[config.mk]
export PLATFORM = sky130hd
export DESIGN_NAME = hi_iso14443a
export DESIGN_NICKNAME = d
export VERILOG_FILES = /design/src/hw/iso_dsp_pkg.sv /design/src/hw/iso_mode_pkg.sv /design/src/hw/hi_iso14443a.sv /design/src/hw/arm_ssp_link.sv /design/src/hw/tag_mod_detect.sv /design/src/hw/reader_field_detect.sv /design/src/hw/hf_timebase.sv
export SDC_FILE = /design/constraint.sdc
export NUM_CORES = 1
export LEC_CHECK = 0
export BUFFER_PORTS_ARGS = -buffer_cell sky130_fd_sc_hd__buf_2
export CORE_MARGIN = 4
export CORE_UTILIZATION = 45
export CTS_BUF_LIST = sky130_fd_sc_hd__clkbuf_16
export CTS_CLUSTER_SIZE = 12
export DETAILED_ROUTE_END_ITERATION = 7
export SLEW_MARGIN = 20
export SYNTH_ARGS = -nofsm -noshare
export SYNTH_HDL_FRONTEND = slang
export SYNTH_SLANG_ARGS = --single-unit
export TNS_END_PERCENT = 20
[constraint.sdc]
create_clock -name adc_clk -period 10.9 [get_ports adc_clk]
set_input_delay 0.545 -clock adc_clk [delete_from_list [all_inputs] [get_ports adc_clk]]
set_output_delay 0.545 -clock adc_clk [all_outputs]
set_load 0.005 [all_outputs]
[src/hw/iso_dsp_pkg.sv]
//----------------------------
// sample widths, detector thresholds and slot constants of the
// ADC signal path, plus the status structs passed between blocks
//----------------------------

package iso_dsp_pkg;

	// raw ADC sample and signed derivative filter output
	localparam int ADC_W = 8;
	localparam int FILT_W = 11;

	// Schmitt trigger on the reader signal, roughly 1.14 V and 1.04 V
	localparam int HYST_HI = 16;
	localparam int HYST_LO = 8;

	// field considered lost after this many ticks below FIELD_MIN
	localparam int FIELD_MIN = 192;
	localparam int FIELD_LOSS_TICKS = 4096;

	// carrier off for 8 ticks marks an active reader, on for 256 ends it
	localparam int DEEP_ON_TICKS = 8;
	localparam int DEEP_OFF_TICKS = 256;

	// smallest slope that counts as a tag modulation edge
	localparam int EDGE_MIN = 5;

	// 128 ticks per host byte
	localparam int SLOT_W = 7;

	// phase of the modulation window close inside a 16-tick bit
	localparam int LISTEN_RESET_PHASE = 8;
	localparam int SNIFF_PHASE_OFFSET = 4;

	// bit phase at which the slot counter may be pulled toward the reader
	localparam int RESYNC_PHASE = 13;

	typedef struct packed
	{
		logic level;
		logic deep;
		logic fall;
		logic rise;
	} reader_status_t;

	typedef struct packed
	{
		logic [SLOT_W-1:0] cnt;
		logic bit_strobe;
		logic win_close;
	} slot_timing_t;

endpackage

[src/hw/iso_mode_pkg.sv]
//----------------------------
// operating modes of the HF ISO14443-A front end and the SSP rates
// that go with them, shared by the slot timebase and the host link
//----------------------------

package iso_mode_pkg;

	// mode codes as written by the host into the mode register
	// code 2 belonged to tag emulation with modulation and is not decoded
	typedef enum logic [2:0]
	{
		SNIFFER       = 3'd0,
		TAGSIM_LISTEN = 3'd1,
		READER_LISTEN = 3'd3,
		READER_MOD    = 3'd4
	} iso_mode_t;

	// sniffing sends reader and tag nibbles, so the link runs twice as fast
	localparam int SNIFF_CLK_DIV = 8;
	localparam int SLOW_CLK_DIV = 16;

	// one frame carries a full byte in either rate
	localparam int SNIFF_FRAME_LEN = 64;
	localparam int SLOW_FRAME_LEN = 128;

endpackage
[src/hw/hi_iso14443a.sv]
//----------------------------
// top level of the HF ISO14443-A front end, connects the reader
// detector, tag detector and slot timebase to the host link
//----------------------------

module hi_iso14443a
	import iso_mode_pkg::*;
	import iso_dsp_pkg::*;
(
	input  logic             adc_clk,
	input  logic             fdt_reset,
	input  logic [ADC_W-1:0] adc_d,
	input  iso_mode_t        mod_type,
	input  logic             ssp_dout,
	input  logic             ck_1356megb,
	output logic             ssp_clk,
	output logic             ssp_frame,
	output logic             ssp_din,
	output logic             pwr_hi
);

	reader_status_t rdr;
	slot_timing_t slot;
	logic curbit;

	// reader side, shaped level and activity
	reader_field_detect u_reader_field_detect (
		.adc_clk   (adc_clk),
		.fdt_reset (fdt_reset),
		.adc_d     (adc_d),
		.rdr       (rdr)
	);

	hf_timebase u_hf_timebase (
		.adc_clk   (adc_clk),
		.fdt_reset (fdt_reset),
		.mod_type  (mod_type),
		.rdr       (rdr),
		.slot      (slot)
	);

	// tag side, one decision per bit window
	tag_mod_detect u_tag_mod_detect (
		.adc_clk   (adc_clk),
		.fdt_reset (fdt_reset),
		.adc_d     (adc_d),
		.slot      (slot),
		.curbit    (curbit)
	);

	arm_ssp_link u_arm_ssp_link (
		.adc_clk     (adc_clk),
		.fdt_reset   (fdt_reset),
		.mod_type    (mod_type),
		.rdr         (rdr),
		.slot        (slot),
		.curbit      (curbit),
		.ssp_dout    (ssp_dout),
		.ck_1356megb (ck_1356megb),
		.ssp_clk     (ssp_clk),
		.ssp_frame   (ssp_frame),
		.ssp_din     (ssp_din),
		.pwr_hi      (pwr_hi)
	);

endmodule

[src/hw/arm_ssp_link.sv]
//----------------------------
// traffic to and from the host over SSP, with sniff sampling, the
// outgoing byte, clock and frame generation and the carrier gate
// that follows the host's modulation bit
//----------------------------

module arm_ssp_link
	import iso_mode_pkg::*;
	import iso_dsp_pkg::*;
(
	input  logic           adc_clk,
	input  logic           fdt_reset,
	input  iso_mode_t      mod_type,
	input  reader_status_t rdr,
	input  slot_timing_t   slot,
	input  logic           curbit,
	input  logic           ssp_dout,
	input  logic           ck_1356megb,
	output logic           ssp_clk,
	output logic           ssp_frame,
	output logic           ssp_din,
	output logic           pwr_hi
);

	logic sniff;
	logic [3:0] reader_nib;
	logic [3:0] tag_nib;
	logic [7:0] to_arm;
	logic send_sel;
	logic coil_bit;
	// rate dependent positions inside the SSP clock and frame periods
	logic [SLOT_W-1:0] clk_mask;
	logic [SLOT_W-1:0] frame_mask;
	logic [SLOT_W-1:0] clk_ph;
	logic [SLOT_W-1:0] frame_ph;
	logic [SLOT_W-1:0] byte_ph;
	logic [SLOT_W-1:0] frame_on;
	logic [SLOT_W-1:0] frame_off;

	assign sniff = (mod_type == SNIFFER);
	assign clk_mask = sniff ? SLOT_W'(SNIFF_CLK_DIV - 1) : SLOT_W'(SLOW_CLK_DIV - 1);
	assign frame_mask = sniff ? SLOT_W'(SNIFF_FRAME_LEN - 1) : SLOT_W'(SLOW_FRAME_LEN - 1);
	assign clk_ph = slot.cnt & clk_mask;
	assign frame_ph = slot.cnt & frame_mask;
	assign byte_ph = slot.cnt & SLOT_W'(SNIFF_FRAME_LEN - 1);
	// the slow frame starts 7 ticks in and both frames last one SSP clock
	assign frame_on = sniff ? '0 : SLOT_W'(7);
	assign frame_off = frame_on + clk_mask + 1'b1;

	//----------------------------
	// sniff sampling and byte
	//----------------------------
	always_ff @(posedge adc_clk)
	begin
		if (fdt_reset)
		begin
			reader_nib <= '0;
			tag_nib <= '0;
			to_arm <= '0;
		end
		else
		begin
			if (slot.bit_strobe)
			begin
				reader_nib <= {reader_nib[2:0], rdr.level};
				tag_nib <= {tag_nib[2:0], curbit};
			end
			// tag data is meaningless while the reader itself is sending
			if (byte_ph == SLOT_W'(SNIFF_FRAME_LEN - 1))
				to_arm <= {reader_nib, rdr.deep ? 4'b0000 : tag_nib};
			else if (sniff && (clk_ph == '0) && (byte_ph != '0))
				to_arm <= {to_arm[6:0], 1'b0};
		end
	end

	// listen modes report one detector bit per 16-tick slot
	always_comb
	begin
		case (mod_type)
			TAGSIM_LISTEN: send_sel = rdr.level;
			READER_LISTEN: send_sel = curbit;
			default:       send_sel = 1'b0;
		endcase
	end

	//----------------------------
	// SSP signals and coil
	//----------------------------
	always_ff @(posedge adc_clk)
	begin
		if (fdt_reset)
		begin
			ssp_clk <= 1'b0;
			ssp_frame <= 1'b0;
			ssp_din <= 1'b0;
			coil_bit <= 1'b0;
		end
		else
		begin
			// first half of each SSP period high, frame marks the start of a byte
			ssp_clk <= (clk_ph < ((clk_mask >> 1) + 1'b1));
			ssp_frame <= (frame_ph >= frame_on) && (frame_ph < frame_off);
			if (sniff)
				ssp_din <= to_arm[7];
			else if (slot.bit_strobe)
				ssp_din <= send_sel;
			coil_bit <= ssp_dout;
		end
	end

	// a host 1 pauses the carrier in READER_MOD, listening keeps it on
	always_comb
	begin
		case (mod_type)
			READER_MOD:    pwr_hi = ck_1356megb & ~coil_bit;
			READER_LISTEN: pwr_hi = ck_1356megb;
			default:       pwr_hi = 1'b0;
		endcase
	end

endmodule

[src/hw/tag_mod_detect.sv]
//----------------------------
// finds tag load modulation in the ADC samples with a Gaussian
// derivative filter, deciding once per bit at the window close
//----------------------------

module tag_mod_detect
	import iso_dsp_pkg::*;
(
	input  logic             adc_clk,
	input  logic             fdt_reset,
	input  logic [ADC_W-1:0] adc_d,
	input  slot_timing_t     slot,
	output logic             curbit
);

	// past samples, tap 4 is the oldest
	logic [ADC_W-1:0] tap_1;
	logic [ADC_W-1:0] tap_2;
	logic [ADC_W-1:0] tap_3;
	logic [ADC_W-1:0] tap_4;
	logic signed [FILT_W-1:0] filt;
	logic signed [FILT_W-1:0] fall_max;
	logic signed [FILT_W-1:0] rise_max;

	always_ff @(posedge adc_clk)
	begin
		tap_4 <= tap_3;
		tap_3 <= tap_2;
		tap_2 <= tap_1;
		tap_1 <= adc_d;
	end

	// positive output means a falling carrier, negative a rising one
	// the outer taps carry double weight, all terms fit 11 signed bits
	assign filt = FILT_W'({tap_4, 1'b0}) + FILT_W'(tap_3) - FILT_W'(tap_1)
		- FILT_W'({adc_d, 1'b0});

	//----------------------------
	// windowed edge detector
	//----------------------------
	always_ff @(posedge adc_clk)
	begin
		if (fdt_reset)
		begin
			curbit <= 1'b0;
			fall_max <= '0;
			rise_max <= '0;
		end
		else if (slot.win_close)
		begin
			// a modulated bit shows a steep edge in both directions
			curbit <= (fall_max > EDGE_MIN) && (rise_max > EDGE_MIN);
			fall_max <= '0;
			rise_max <= '0;
		end
		else if (filt > 0)
		begin
			if (filt > fall_max)
				fall_max <= filt;
		end
		else if (-filt > rise_max)
			rise_max <= -filt;
	end

endmodule

[src/hw/reader_field_detect.sv]
//----------------------------
// shapes the reader's 100% ASK signal from raw ADC samples and
// tells the rest of the design when a reader is actively sending
//----------------------------

module reader_field_detect
	import iso_dsp_pkg::*;
(
	input  logic             adc_clk,
	input  logic             fdt_reset,
	input  logic [ADC_W-1:0] adc_d,
	output reader_status_t   rdr
);

	logic level;
	logic level_q;
	logic deep;
	logic [$clog2(FIELD_LOSS_TICKS)-1:0] low_cnt;
	logic [$clog2(DEEP_ON_TICKS)-1:0] zero_cnt;
	logic [$clog2(DEEP_OFF_TICKS)-1:0] live_cnt;

	// hysteresis keeps slow carrier ramps from toggling the shaped level
	always_ff @(posedge adc_clk)
	begin
		if (fdt_reset)
		begin
			level <= 1'b0;
			low_cnt <= '0;
		end
		else
		begin
			if (adc_d >= HYST_HI)
				level <= 1'b1;
			else if (adc_d < HYST_LO)
				level <= 0;
			// a weak field for too long means no reader, report it as unmodulated
			if (adc_d >= FIELD_MIN)
				low_cnt <= '0;
			else if (low_cnt == FIELD_LOSS_TICKS - 1)
			begin
				low_cnt <= '0;
				level <= 1'b1;
			end
			else
				low_cnt <= low_cnt + 1'b1;
		end
	end

	//----------------------------
	// reader activity
	//----------------------------
	always_ff @(posedge adc_clk)
	begin
		if (fdt_reset)
		begin
			deep <= 1'b0;
			zero_cnt <= '0;
			live_cnt <= '0;
		end
		else if (adc_d == '0)
		begin
			// the zero run counter parks at its top while the carrier stays off
			if (zero_cnt == DEEP_ON_TICKS - 1)
			begin
				deep <= 1'b1;
				live_cnt <= '0;
			end
			else
				zero_cnt <= zero_cnt + 1'b1;
		end
		else
		begin
			zero_cnt <= '0;
			// long steady carrier, the reader now waits for a tag answer
			if (live_cnt == DEEP_OFF_TICKS - 1)
				deep <= 1'b0;
			else
				live_cnt <= live_cnt + 1'b1;
		end
	end

	always_ff @(posedge adc_clk)
	begin
		if (fdt_reset)
			level_q <= 1'b0;
		else
			level_q <= level;
	end

	assign rdr = '{level: level, deep: deep, fall: level_q & ~level, rise: ~level_q & level};

endmodule

[src/hw/hf_timebase.sv]
//----------------------------
// slot timebase of the front end, a free running 128-tick counter
// that follows the reader's bit grid while sniffing or listening as
// a tag, and places the tag modulation window in each bit
//----------------------------

module hf_timebase
	import iso_mode_pkg::*;
	import iso_dsp_pkg::*;
(
	input  logic           adc_clk,
	input  logic           fdt_reset,
	input  iso_mode_t      mod_type,
	input  reader_status_t rdr,
	output slot_timing_t   slot
);

	logic [SLOT_W-1:0] cnt;
	// position inside the current 16-tick bit
	logic [3:0] phase;
	// bit phase of the latest reader fall, 8 means nothing pending
	logic [3:0] fall_phase;
	// bit phase at which the modulation detector decides and restarts
	logic [3:0] win_phase;
	logic resync;

	assign phase = cnt[3:0];

	// only a reader that is actually sending can pull our timing
	assign resync = (phase == 4'(RESYNC_PHASE)) && rdr.deep &&
		((mod_type == SNIFFER) || (mod_type == TAGSIM_LISTEN));

	//----------------------------
	// slot counter with re-sync
	//----------------------------
	always_ff @(posedge adc_clk)
	begin
		if (fdt_reset)
		begin
			cnt <= '0;
			fall_phase <= 4'd8;
		end
		else
		begin
			if (rdr.fall)
				fall_phase <= phase;
			if (resync)
			begin
				// reader edge came just after our sample point, so jump ahead
				if (fall_phase == 4'd1)
					cnt <= cnt + SLOT_W'(2);
				// reader edge came just before it, so lose one tick
				else if (fall_phase == 4'd0)
					cnt <= cnt;
				else
					cnt <= cnt + 1'b1;
				// one correction per detected edge
				fall_phase <= 4'd8;
			end
			else
				cnt <= cnt + 1'b1;
		end
	end

	//----------------------------
	// modulation window placement
	//----------------------------
	always_ff @(posedge adc_clk)
	begin
		if (fdt_reset)
			win_phase <= 4'(LISTEN_RESET_PHASE);
		else if (mod_type == READER_LISTEN)
			// our own pause ends at phase 1, the tag answers 4 ticks on, ADC adds 3
			win_phase <= 4'(LISTEN_RESET_PHASE);
		else if ((mod_type == SNIFFER) && rdr.rise && rdr.deep)
			// the seen rise is late by RF, ADC and shaping delay, the answer by 7
			win_phase <= phase - 4'(SNIFF_PHASE_OFFSET);
	end

	assign slot = '{cnt: cnt, bit_strobe: (phase == 4'd0), win_close: (phase == win_phase)};

endmodule

Word level (Yosys, flattened, before mapping):

Index checks and enable logic that the tools add are counted.

* logic and storage cells: 120
* flip-flop bits (word level): 116
* output and inout bits: 4
* input port bits: 15

* bitwise gates (word level): 10
* reductions and logical operators: 27
* $add $sub $neg: 13
* muxes and demuxes: 23
* magnitude comparators: 11
* eq/ne operators: 13

Operators by type and width (count)
* 8-bit 2-to-1 mux: 5
* 7-bit 2-to-1 mux: 4
* 11-bit > comparator: 2
* 11-bit by 4-bit > comparator with 1-bit output (second input constant): 2
* 7-bit by 1-bit adder with 7-bit output (second input constant): 2
* 7-bit bitwise AND: 2
* 7-bit less-than comparator: 2
* 12-bit by 1-bit adder with 12-bit output (second input constant): 1
* 12-bit == test (second input constant): 1
* 11-bit by 1-bit > comparator with 1-bit output (second input constant): 1
* 11-bit negator: 1
* 11-bit by 8-bit subtractor with 11-bit output: 1
* 11-bit by 9-bit subtractor with 11-bit output: 1
* 9-bit by 8-bit adder with 10-bit output: 1
* 1-bit 2-to-1 mux: 9
* 8-bit by 1-bit adder with 8-bit output (second input constant): 1
* 8-bit == test (second input constant): 1
* 8-bit by 5-bit >= comparator with 1-bit output (second input constant): 1
* 8-bit >= comparator (second input constant): 1
* 1-bit logical AND: 8
* 4-bit logical NOT: 2
* 8-bit logical NOT: 1
* 8-bit by 4-bit less-than comparator with 1-bit output (second input constant): 1
* 4-bit 2-to-1 mux: 2
* other kinds (28): 44

Longest topological paths before layout:

Gate-level depths: netlist of the first run.

* depth in word-level cells: 8
* mapped depth: 26
* mapped depth without buffers: 25

Cells and area by module:

From an unflattened synthesis of the first run, not the netlist that was laid out.

* cells, all modules: 706
* area total of the unflattened synthesis: 6616.3 um^2

Modules (own cells, without submodules)
* tag_mod_detect: cells each 352, instances 1, sequential area each 1101.1 um^2, area an instance 3363.2 um^2
* reader_field_detect: cells each 138, instances 1, sequential area each 520.5 um^2, area an instance 1265.0 um^2
* arm_ssp_link: cells each 121, instances 1, sequential area each 400.4 um^2, area an instance 1063.5 um^2
* hf_timebase: cells each 95, instances 1, sequential area each 300.3 um^2, area an instance 924.6 um^2

Worst setup path after synthesis of the first run:

Ideal clock, no wire load.

* path kind: reg2reg
* from: reg u_tag_mod_detect.tap_4[0]
* to: reg u_tag_mod_detect.rise_max[0]
* path slack: 5.738 ns
* period minus slack after synthesis: 5.162 ns
* required time: 10.814 ns
* buffers on the path: 2
* setup time: 0.086 ns
* stages on the path, launching flop included: 24
* arrival: 5.077 ns
* cell sequence: dfxtp_1 -> ha_1 -> fa_1 -> a21oi_1 -> nor2_1 -> nor2_1 -> o21bai_1 -> a21oi_1 -> xnor2_1 -> fa_1 -> ha_1 -> nor4b_1 -> mux2_2 -> or2_2 -> clkbuf_1 -> nor4_1 -> xnor2_1 -> ha_1 -> o21ai_0 -> o211ai_1 -> o21ai_1 -> a21oi_2 -> buf_4 -> a211oi_1

* longest elaborated chain between the ends: 6
* elaborated cells on any way between the ends: 8
* those cells by class: add/sub: 4; order compare: 2; bitwise: 1; reduce/logical: 1

Ends and longest elaborated chain
* start, declared: RTL line tag_mod_detect.sv:20 `logic [ADC_W-1:0] tap_4;`
* start signal, assigned: RTL line tag_mod_detect.sv:27 `tap_4 <= tap_3;`
* 9-bit by 8-bit adder with 10-bit output *: RTL line tag_mod_detect.sv:35 `assign filt = FILT_W'({tap_4, 1'b0}) + FILT_W'(tap_3) - FILT_W'(tap_1)`
* 11-bit by 8-bit subtractor with 11-bit output *: RTL line tag_mod_detect.sv:35
* 11-bit by 9-bit subtractor with 11-bit output *: RTL line tag_mod_detect.sv:36 `- FILT_W'({adc_d, 1'b0});`
* net u_tag_mod_detect.filt[7]: RTL line tag_mod_detect.sv:21 `logic signed [FILT_W-1:0] filt;`
* 11-bit negator / 11-bit by 1-bit > comparator with 1-bit output (equally long branches): RTL line tag_mod_detect.sv:61, tag_mod_detect.sv:56
* 11-bit > comparator / 1-bit NOT (equally long branches)
* 2-bit AND reduction (no source line) *
* end signal, assigned: RTL line tag_mod_detect.sv:62 `rise_max <= -filt;`
* end, declared: RTL line tag_mod_detect.sv:23 `logic signed [FILT_W-1:0] rise_max;`

The timed path passes the listed nets; every way through them passes the cells marked *.
A chain may end at the register's enable or synchronous reset.

Worst setup path after layout of the first run:

* from: reg u_tag_mod_detect.tap_4[0]
* to: reg u_tag_mod_detect.rise_max[6]

* longest elaborated chain between the ends: 6
* elaborated cells on any way between the ends: 8
* those cells by class: add/sub: 4; order compare: 2; bitwise: 1; reduce/logical: 1

Ends and longest elaborated chain (RTL line)
* 9-bit by 8-bit adder with 10-bit output *: tag_mod_detect.sv:35
* 11-bit by 8-bit subtractor with 11-bit output *: tag_mod_detect.sv:35
* 11-bit by 9-bit subtractor with 11-bit output *: tag_mod_detect.sv:36
* 11-bit negator / 11-bit by 1-bit > comparator with 1-bit output (equally long branches): tag_mod_detect.sv:61, tag_mod_detect.sv:62, tag_mod_detect.sv:56
* 11-bit > comparator / 1-bit NOT (equally long branches)
* 2-bit AND reduction (no source line)

Mark *: on every way between the ends. The rest lies on a longest branch, timed or not.

==> results of run 1 <==
state kept, by name (all words and copies together), names as in the netlist, 4 cells and up:
signal	flops
u_tag_mod_detect.tap_2	8
u_hf_timebase.fall_phase	4
u_reader_field_detect.low_cnt	12
u_tag_mod_detect.tap_4	8
u_tag_mod_detect.fall_max	11
u_arm_ssp_link.reader_nib	4
u_hf_timebase.cnt	7
u_arm_ssp_link.to_arm	8
u_tag_mod_detect.rise_max	11
u_hf_timebase.win_phase	4
u_tag_mod_detect.tap_1	8
u_reader_field_detect.live_cnt	8
u_arm_ssp_link.tag_nib	4
u_tag_mod_detect.tap_3	8
power by group through the flow:
stage / Combinational [W] / Sequential, W / Clock [W]
3_5_place_dp: 0.000578 / 0.000494 / 0
6_report: 0.000582 / 0.000486 / 0.000542
3_3_place_gp: 0.000566 / 0.000494 / 0
4_1_cts: 0.000581 / 0.000486 / 0.000554
5_1_grt: 0.000664 / 0.000490 / 0.000576
2_1_floorplan: 0.000469 / 0.000486 / 0
layout by cell type, fill, tap and decap left out, drive strengths merged, types with 4 or more instances in the layout:
cell type	n
mux2i	15
a22oi	4
dfxtp	116
nand4	18
a31oi	5
nor4	10
or3	5
and3	8
o21bai	4
and2	7
nor3	10
buf	18
nor2b	10
fa	8
nand3	16
a211oi	10
nand2	52
xor2	16
a21oi	54
o31ai	6
inv	62
o21ai	31
o21a	7
clkbuf	17
clkinv	5
clkinvlp	4
a21o	9
nor2	71
ha	59
nor3b	6
xnor2	23
worst max-delay path, stage by stage (launching register included):
cell and delay (ps):
dfxtp_1 300, ha_1 210, fa_1 410, a21oi_1 140
nor2_1 50, nor2_1 150, o21bai_1 90, a21oi_1 220
xnor2_1 160, fa_1 440, ha_1 400, o21a_1 140
nor2_1 80, a31oi_1 70, xnor2_1 450, inv_1 130
nor4_1 360, xnor2_1 140, ha_1 320, nand4_1 140
nor4_1 220, o21ai_1 290, a21oi_2 520, mux2i_1 240
nor2_1 50
cell type report:
class	instances	area [sq um]	share of cell area
Clock buffer	17	425	0.0616
Clock inverter	15	155	0.0225
Tap cell	176	220	0.0319
Sequential cell	116	2320	0.336
Inverter	58	218	0.0315
Multi-Input combinational cell	494	3470	0.503
Timing Repair Buffer	18	90.1	0.0131
through the flow:
step	util	instances
3_5_place_dp	0.476	862
4_1_cts	0.519	894
2_1_floorplan	-	687
5_1_grt	0.519	894
3_3_place_gp	0.476	862
6_report	0.519	894
final timing paths:
| kind | from | cells after the start | endpoint | slack [ps] |
|---|---|---|---|---|
| worst max-delay path | u_tag_mod_detect.tap_4[0] | 24 | u_tag_mod_detect.rise_max[6] | 5050 |
| worst min-delay path | adc_d[5] | 1 | u_tag_mod_detect.tap_1[5] | 260 |
| worst max register to register | u_tag_mod_detect.tap_4[0] | 24 | u_tag_mod_detect.rise_max[6] | 5050 |
| worst min register to register | u_tag_mod_detect.tap_2[4] | 0 | u_tag_mod_detect.tap_3[4] | 320 |
cells in the mapped netlist, types with 2 or more instances:
cell,number
and3_1,8
a211oi_1,9
mux2i_1,15
nand2_1,52
a21oi_1,53
or2_2,2
o31ai_1,6
a31oi_1,5
clkbuf_1,12
buf_1,3
nor4_1,10
o21ai_1,5
nand2b_1,2
or3_1,4
a22oi_2,2
xor2_1,16
nor2_1,71
o21a_1,7
inv_1,58
mux2_2,2
a311oi_1,2
nor2b_1,9
o211ai_1,3
nand3_1,16
o21bai_1,4
a21o_1,9
a31o_2,2
fa_1,8
o21ai_0,25
xnor2_1,23
ha_1,59
nand3b_1,2
a22oi_1,2
nor3_1,10
nor4b_1,3
nor3b_1,6
dfxtp_1,116
and2_1,5
nand4_1,18
per-layer routing:
metal	up-vias	part of all wire
met5	-	0
met3	15	0.043
met2	87	0.47
met4	0	0.013
met1	2242	0.47
li1	2434	-
logic make-up after synthesis:
| logic type | count (synthesis) | share of synthesized area |
|---|---|---|
| and+or+nand+nor | 224 | 0.182 |
| AOI/OAI and AO/OA | 147 | 0.155 |
| DFF | 116 | 0.380 |
| buffers and inverters | 77 | 0.0520 |
| adders and majority gates | 67 | 0.147 |
| xor gates and xnor gates | 39 | 0.0559 |
| muxes | 17 | 0.0282 |
==> results.yml, run 1 <==
status:
  run_status: "complete, no violations"
detailed_routing:
  drt_iter0_markers: 222
  drtPass1Iterations: 4
  num_vias: 4778
  ant_nets: 0
  drt-total-wl_microns: 12100
  routed_via_density: 5.34
  post_drt_wl_per_cell_microns: 13.6
  drc: 0
power:
  power.leakage_nw: 2.83
  pwr-share-clk: 0.337
  p_seq_frac: 0.302
  vdd_drop_max_mv: 0.131
  p_int_w: 0.00103
  p_sw_frac: 0.361
  comb_power_share: 0.362
  p_sw_w: 0.000581
  power.density_mw_per_mm2: 233
  finalPower_w: 0.00161
timing:
  fin_crit_sh: 0.537
  fin_ws_ps: 5050
  setup_viol: 0
  slew_violations: 0
  fin_hold_ws_ps: 262
  rsz0062_at_grt: "false"
  worst_slew_pin_slew_ps: 962
  slew_headroom: 0.357
  layout_min_cycle_time_ps: 5850
  finClkSkew_ps: 6.48
  tns_ps: 0
  hold_violations: 0
  max_freq_mhz: 171
floorplanning:
  die_h_microns: 125
  die-area_sq_mm: 0.0155
  num_rows: 42
  die_w_microns: 125
  ios: 19
  core_area_sq_mm: 0.0133
  start_util: 0.460
final_layout:
  fin_area_sq_mm: 0.00690
  final_nets: 787
  area_growth_pct: 12.9
  antenna_cells: 0
  drive_gt1_frac: 0.0933
  num-fill-cells: 1216
logic_synthesis:
  syn_area_sq_mm: 0.00611
  synth_top_area_frac: 0.380
  synth_edf_count: 0
  avgSynthCellArea_sq_um: 8.90
  yosysWarnings: 0
  asyncSetResetFlopFracSynth: 0
  netlist_instances: 687
  synth-seq-cells: 116
  ys.flop_type: "dfxtp_1"
  synth.largest_area_cell: "dfxtp_1"
  synth_cell_type_count: 62
  syn_nets: 769
  seq_area_frac_synth: 0.380
  yosys-top-cells-area: "dfxtp_1 38%, ha_1 12%, nor2_1 4.4%"
global_route:
  grt_util_met1: 0.207
  grt_overflow_total: 0
  grtUsageTotal: 0.165
  use_met3: 0.0459
  use_met2: 0.270
  grt_max_degree: 44
  antenna_found_initial: 0
  busiest_layer: "met2"
  grt_pass1_wl_microns: 21300
  first_global_vias: 4764
clock_tree:
  cts_hold_buf: 0
  cts_max_level: 4
  cts_root_buf: "clkbuf_16"
  insertion_delay_ps: 410
  cts_resized: 0
  post_cts_buffers: 0
  numCtsBuffers: 17
  cts_tree: "built"
  clock_sinks: 116
  clkTransAtPathRegs_ps: 60
  clockBufferDepth: 2
worst_setup_path:
  crit_type: "flip-flop to flip-flop"
  critical_path.max_fanout: 12
  crit_required_ps: 11190
  crit_arrival_ps: 6140
  end_kind: "flip-flop"
  crit_path_start_kind: "flip-flop"
worst_hold_path:
  worst_hold_path_type: "input port to flip-flop"
place:
  portBuffers: 18
  place.gp.congestion: 0.834
  post-dp-hpwl_microns: 8990
  pre_cts_ws_ps: 5050
  placed_cell_area_sq_mm: 0.00632
flow_run:
  max_cap_violations: 0
(Power assumes the default switching activity.)
==> inputs of run 2 (changes only) <==
Clock period 10.9 ns to 5.3 ns, I/O delays scaled along.
==> run 2 against run 1 <==
- via count is 0.80% higher
- fmax up 15%
- clock skew up 0.96 ps
- cell area up 3.3%
- clock-buffer cell count unchanged
- critical path depth decreased by 2
- critical path type unchanged
- final cell count up 1.9%
- combinational power is 140% higher
- critical endpoint is now u_tag_mod_detect.rise_max[10]
- core utilization up 1.7 points
- first-iteration DRC count shrank 4.5%
==> results.yml, run 2 (synthesized netlist as in run 1, its figures left out) <==
worst_setup_path:
  end_kind: "flip-flop"
  crit_required_ps: 5640
  crit_type: "flip-flop to flip-flop"
  reg2reg_from: "u_tag_mod_detect.tap_3[1]"
  startpoint: "u_tag_mod_detect.tap_3[1]"
  critical_path.max_fanout: 9
  crit_arrival_ps: 5440
  crit_path_start_kind: "flip-flop"
timing:
  rsz0062_at_grt: "true"
  max_freq_mhz: 196
  fin_crit_sh: 0.962
  slew_violations: 0
  hold_violations: 0
  finClkSkew_ps: 7.44
  worst_slew_pin_slew_ps: 969
  layout_min_cycle_time_ps: 5100
  setup_viol: 0
  slew_headroom: 0.352
place:
  dpl.cell_count: 870
  place.gp.congestion: 0.855
  placed_cell_area_sq_mm: 0.00638
  post-dp-hpwl_microns: 9080
  portBuffers: 18
detailed_routing:
  post_drt_wl_per_cell_microns: 14.0
  ant_nets: 0
  drt-total-wl_microns: 12800
  num_vias: 4816
  routed_via_density: 5.29
  drtPass1Iterations: 4
  drc: 0
  drt_iter0_markers: 212
power:
  p_sw_w: 0.00124
  p_int_w: 0.00218
  p_seq_frac: 0.293
  pwr-share-clk: 0.298
  power.leakage_nw: 2.93
  power.density_mw_per_mm2: 479
  vdd_drop_max_mv: 0.301
  p_sw_frac: 0.363
  comb_power_share: 0.409
global_route:
  antenna_found_initial: 0
  grt_pass1_wl_microns: 22200
  grt_max_degree: 44
  first_global_vias: 4822
  grtUsageTotal: 0.172
  grt_overflow_total: 0
floorplanning:
  die-area_sq_mm: 0.0155
  start_util: 0.460
  num_rows: 42
  die_w_microns: 125
  core_area_sq_mm: 0.0133
  die_h_microns: 125
  ios: 19
clock_tree:
  cts_root_buf: "clkbuf_16"
  cts_max_level: 4
  numCtsBuffers: 17
  clock_sinks: 116
  clockBufferDepth: 2
  insertion_delay_ps: 410
  cts_tree: "built"
  clkTransAtPathRegs_ps: 50
final_layout:
  mostFrequentLayoutCell: "dfxtp_1"
  top_regs: "u_reader_field_detect.low_cnt: 12 flops, u_tag_mod_detect.fall_max: 11 flops, u_tag_mod_detect.rise_max: 11 flops"
  area_growth_pct: 16.6
  antenna_cells: 0
  num-fill-cells: 1241
  largest_register: "u_reader_field_detect.low_cnt"
  layout.cells.most_common_list: "114 x dfxtp_1, 70 x nor2_1, 59 x inv_1"
  fin_area_sq_mm: 0.00713
  final_cells: 911
  final_nets: 806
  largest_register_ffs: 12
  drive_gt1_frac: 0.129
worst_hold_path:
  worst_hold_path_type: "input port to flip-flop"
  hold_path_startpoint: "adc_d[6]"
flow_run:
  max_cap_violations: 0
status:
  run_status: "complete, no violations"
==> run 2: what timing repair did <==
item / 4_1_cts / 5_1_grt
endpoints found under the hold margin: 5 / 0
gates resized for setup: 3 / 24
endpoints found under the setup margin: 3 / 22
buffers inserted: 0 / 6
pin swaps: 0 / 10
hold buffers: 5 / 0
==> run 2: path summary, 6_finish.rpt <==
kind | to | slack (ps) | cells after the start
setup reg to reg | u_tag_mod_detect.rise_max[10] | 200 | 22
hold reg to reg | u_tag_mod_detect.tap_3[5] | 330 | 0
hold / removal | u_tag_mod_detect.tap_1[6] | 10 | 1
setup / recovery | u_tag_mod_detect.rise_max[10] | 200 | 22
==> run 2: critical path, cell delays in order (launching register included) <==
cell	delay (ps)
dfxtp_2	330
ha_4	160
fa_2	400
a21oi_2	130
nor2_1	60
nor2_2	120
o21bai_1	90
a21oi_2	200
xnor2_2	140
fa_1	470
ha_4	260
nor4b_1	150
mux2_2	310
or2_2	340
buf_4	170
xnor2_2	140
ha_1	290
nand4_1	160
nor4_2	300
o21ai_1	160
buf_4	190
or3_1	300
a21oi_1	130
==> run 2: metrics by stage <==
stage	TNS (ps)	hold WS [ps]	setup WS, ps	power (W)	util
2_1_floorplan	0	293	138	0.00196	-
3_3_place_gp	0	311	114	0.00225	0.480
3_5_place_dp	-215	316	-109	0.00227	0.480
4_1_cts	0	0.433	48.0	0.00332	0.524
5_1_grt	-226	2.60	-64.4	0.00366	0.536
6_report	0	14.4	200	0.00342	0.536
==> run 2: power groups by stage <==
stage / Clock (W) / Sequential [W] / Combinational, W
final: 0.00102 / 0.00100 / 0.00140
after global routing: 0.00108 / 0.00101 / 0.00157
after CTS: 0.00104 / 0.00100 / 0.00128
after detailed placement: 0 / 0.00102 / 0.00126
after global placement: 0 / 0.00101 / 0.00124
after floorplan: 0 / 0.00100 / 0.000965
==> run 2: per-layer routing <==
layer  up-vias  global-route usage  routed length, microns
li1       2471                   -                       -
met1      2271               0.212                    6140
met2        55               0.285                    6060
met3        19              0.0455                     352
met4         0              0.0658                     247
met5         -                   0                       0
==> run 2: area by class of cell <==
cell class	count	area, sq um	share of cell area
multi-input combinational	494	3590	0.504
sequential	116	2320	0.326
clock buffer	17	425	0.0597
timing repair buffer	37	253	0.0355
tap	176	220	0.0309
inverter	58	218	0.0305
clock inverter	13	97.6	0.0137
==> inputs of run 3 (changes only) <==
Settings changed: CORE_ASPECT_RATIO set to 1.25, MAX_ROUTING_LAYER set to met4.
==> run 3 against run 2 <==
- via count rose by 1.5%
- fmax fell by 0.14%
- core utilization rose by 0.85 points
- non-clock buffer count rose by 6
- global-route usage rose by 0.56 points
- cell area rose by 1.5%
- final cell count rose by 0.33%
- first-iteration DRC count fell by 9.0%
- clock power rose by 20%
- worst setup slack got worse by 7.1 ps
- critical endpoint is now u_tag_mod_detect.rise_max[0]
- largest cell class unchanged
- largest power group unchanged
==> results.yml, run 3 (synthesized netlist as in run 1, its figures left out) <==
floorplanning:
  die-area_sq_mm: 0.0155
  num_rows: 47
  die_h_microns: 138
  start_util: 0.460
  ios: 19
  die_w_microns: 112
  core_area_sq_mm: 0.0133
timing:
  slew_violations: 0
  max_freq_mhz: 196
  finClkSkew_ps: 9.42
  rsz0062_at_grt: "true"
  slew_headroom: 0.471
  setup_viol: 0
  tns_ps: 0
  fin_hold_ws_ps: 12.0
  fin_crit_sh: 0.964
  worst_slew_pin_slew_ps: 794
  hold_violations: 0
  layout_min_cycle_time_ps: 5110
final_layout:
  utilization: 0.545
  mostFrequentLayoutCell: "dfxtp_1"
  drive_gt1_frac: 0.139
  top_regs: "u_reader_field_detect.low_cnt: 12 flops, u_tag_mod_detect.fall_max: 11 flops, u_tag_mod_detect.rise_max: 11 flops"
  final_cells: 914
  fin_area_sq_mm: 0.00724
  largest_register_ffs: 12
  final_nets: 812
  largest_register: "u_reader_field_detect.low_cnt"
  num-fill-cells: 1228
  layout.cells.most_common_list: "115 x dfxtp_1, 70 x nor2_1, 59 x inv_1"
  antenna_cells: 0
  area_growth_pct: 18.4
worst_setup_path:
  regToRegEndpoint: "u_tag_mod_detect.rise_max[0]"
  reg2reg_from: "u_tag_mod_detect.tap_3[1]"
  cp_slowest_stage_delay_ps: 440
  cp_common_cell: "buf_4"
  r2r_cells: 20
  critical_path.max_fanout: 7
  crit_type: "flip-flop to flip-flop"
  crit_slowest_cell: "fa_1"
  path_buf_inv: 4
  crit_arrival_ps: 5430
  rrSetupSlack_ps: 190
  path_cells: "ha_4 -> fa_2 -> buf_4 -> xor2_1 -> fa_1 -> ha_1 -> and3_1 -> a22oi_2 -> mux2_2 -> or2_2 -> buf_4 -> xnor2_1 -> ha_1 -> a211oi_1 -> o211ai_1 -> o21ai_2 -> a21oi_2 -> buf_6 -> buf_4 -> a211oi_2"
  crit_path_start_kind: "flip-flop"
  crit_family: "adder cells"
  crit_required_ps: 5630
  end_kind: "flip-flop"
status:
  run_status: "complete, no violations"
worst_hold_path:
  worst_hold_path_type: "input port to flip-flop"
  hold_path_startpoint: "adc_d[7]"
  holdPathStages: 1
  min_to: "u_tag_mod_detect.tap_1[7]"
power:
  power.density_mw_per_mm2: 502
  vdd_drop_max_mv: 0.234
  power.leakage_nw: 2.99
clock_tree:
  clock_sinks: 116
  clockBufferDepth: 2
  cts_root_buf: "clkbuf_16"
  cts_max_level: 4
  cts_tree: "built"
  insertion_delay_ps: 420
  clkTransAtPathRegs_ps: 60
  numCtsBuffers: 17
global_route:
  grt_pass1_wl_microns: 22300
  use_met2: 0.296
  grtUsageTotal: 0.177
  grt_util_met1: 0.203
  first_global_vias: 4806
  grt_max_degree: 44
  use_met3: 0.0446
  antenna_found_initial: 0
  grt_overflow_total: 0
  busiest_layer: "met2"
detailed_routing:
  drtPass1Iterations: 6
  post_drt_wl_per_cell_microns: 14.3
  routed_via_density: 5.35
  drt_iter0_markers: 193
  drc: 0
  drt-total-wl_microns: 13100
  num_vias: 4886
  ant_nets: 0
place:
  dpl.cell_count: 867
  post-dp-hpwl_microns: 9370
  placed_cell_area_sq_mm: 0.00639
  place.gp.congestion: 0.849
  portBuffers: 18
flow_run:
  max_cap_violations: 0
## run 3: cell types whose count changed in the layout (fill, tap and decap cells not counted), moves of 3 or more
cell       change
xnor2_2        -4
bufinv_16      +3
xnor2_1        +4
buf_4          +5
inv_6          +5
clkinv_1       -3
## run 3: layout make-up
| cell class | count | area (sq um) | share of cell area |
|---|---|---|---|
| Clock buffer | 17 | 425 | 0.0588 |
| Clock inverter | 15 | 203 | 0.0280 |
| Tap cell | 171 | 214 | 0.0296 |
| Timing Repair Buffer | 43 | 300 | 0.0415 |
| Inverter | 58 | 218 | 0.0301 |
| Multi-Input combinational cell | 494 | 3560 | 0.491 |
| Sequential cell | 116 | 2320 | 0.321 |
## run 3: worst register-to-register path, delay by kind of cell, from the launching register on
kind / cells / cell delay, ps
AND/OR/NAND/NOR: 2 / 510
buffers and inverters: 4 / 570
multiplexers: 1 / 380
adder cells (fa/ha/maj): 5 / 1680
XOR/XNOR: 2 / 440
AO/OA/AOI/OAI: 6 / 1080
flip-flops: 1 / 330
## run 3: how the worst max path moves through the flow
stage                         startpoint                       endpoint  slack [ps]  cells after the start
2_1_floorplan  u_tag_mod_detect.tap_4[0]   u_tag_mod_detect.rise_max[0]         140                     23
3_3_place_gp   u_tag_mod_detect.tap_4[0]  u_tag_mod_detect.rise_max[10]         110                     22
3_5_place_dp   u_tag_mod_detect.tap_3[1]  u_tag_mod_detect.rise_max[10]         -10                     22
4_1_cts        u_tag_mod_detect.tap_3[1]  u_tag_mod_detect.rise_max[10]          50                     22
5_1_grt        u_tag_mod_detect.tap_3[2]   u_tag_mod_detect.rise_max[7]         -80                     23
6_report       u_tag_mod_detect.tap_3[1]   u_tag_mod_detect.rise_max[0]         190                     20
## run 3: what timing repair did
action	in CTS	in global routing
endpoints found under the setup margin	3	22
gates resized for setup	2	21
pin swaps	0	20
hold buffers	6	0
cloned	0	0
buffers inserted	0	10
hold endpoints to repair	6	0
## run 3: layer usage
metal  wire [microns]  vias up
li1                 -     2488
met1             5670     2290
met2             6600       81
met3              489       27
met4              296        0
met5                0        -
## run 3: power by group
part           internal, W  switching, W  total, W
combinational     0.000623      0.000792   0.00141
sequential        0.000949     0.0000511   0.00100
clock             0.000790      0.000433   0.00122
## run 3: metrics by stage
| stage | power, W | setup slack, ps |
|---|---|---|
| global placement | 0.00226 | 107 |
| CTS | 0.00353 | 48.3 |
| detailed placement | 0.00229 | -13.7 |
| floorplan | 0.00196 | 138 |
| global route | 0.00387 | -83.4 |
| finish | 0.00364 | 193 |
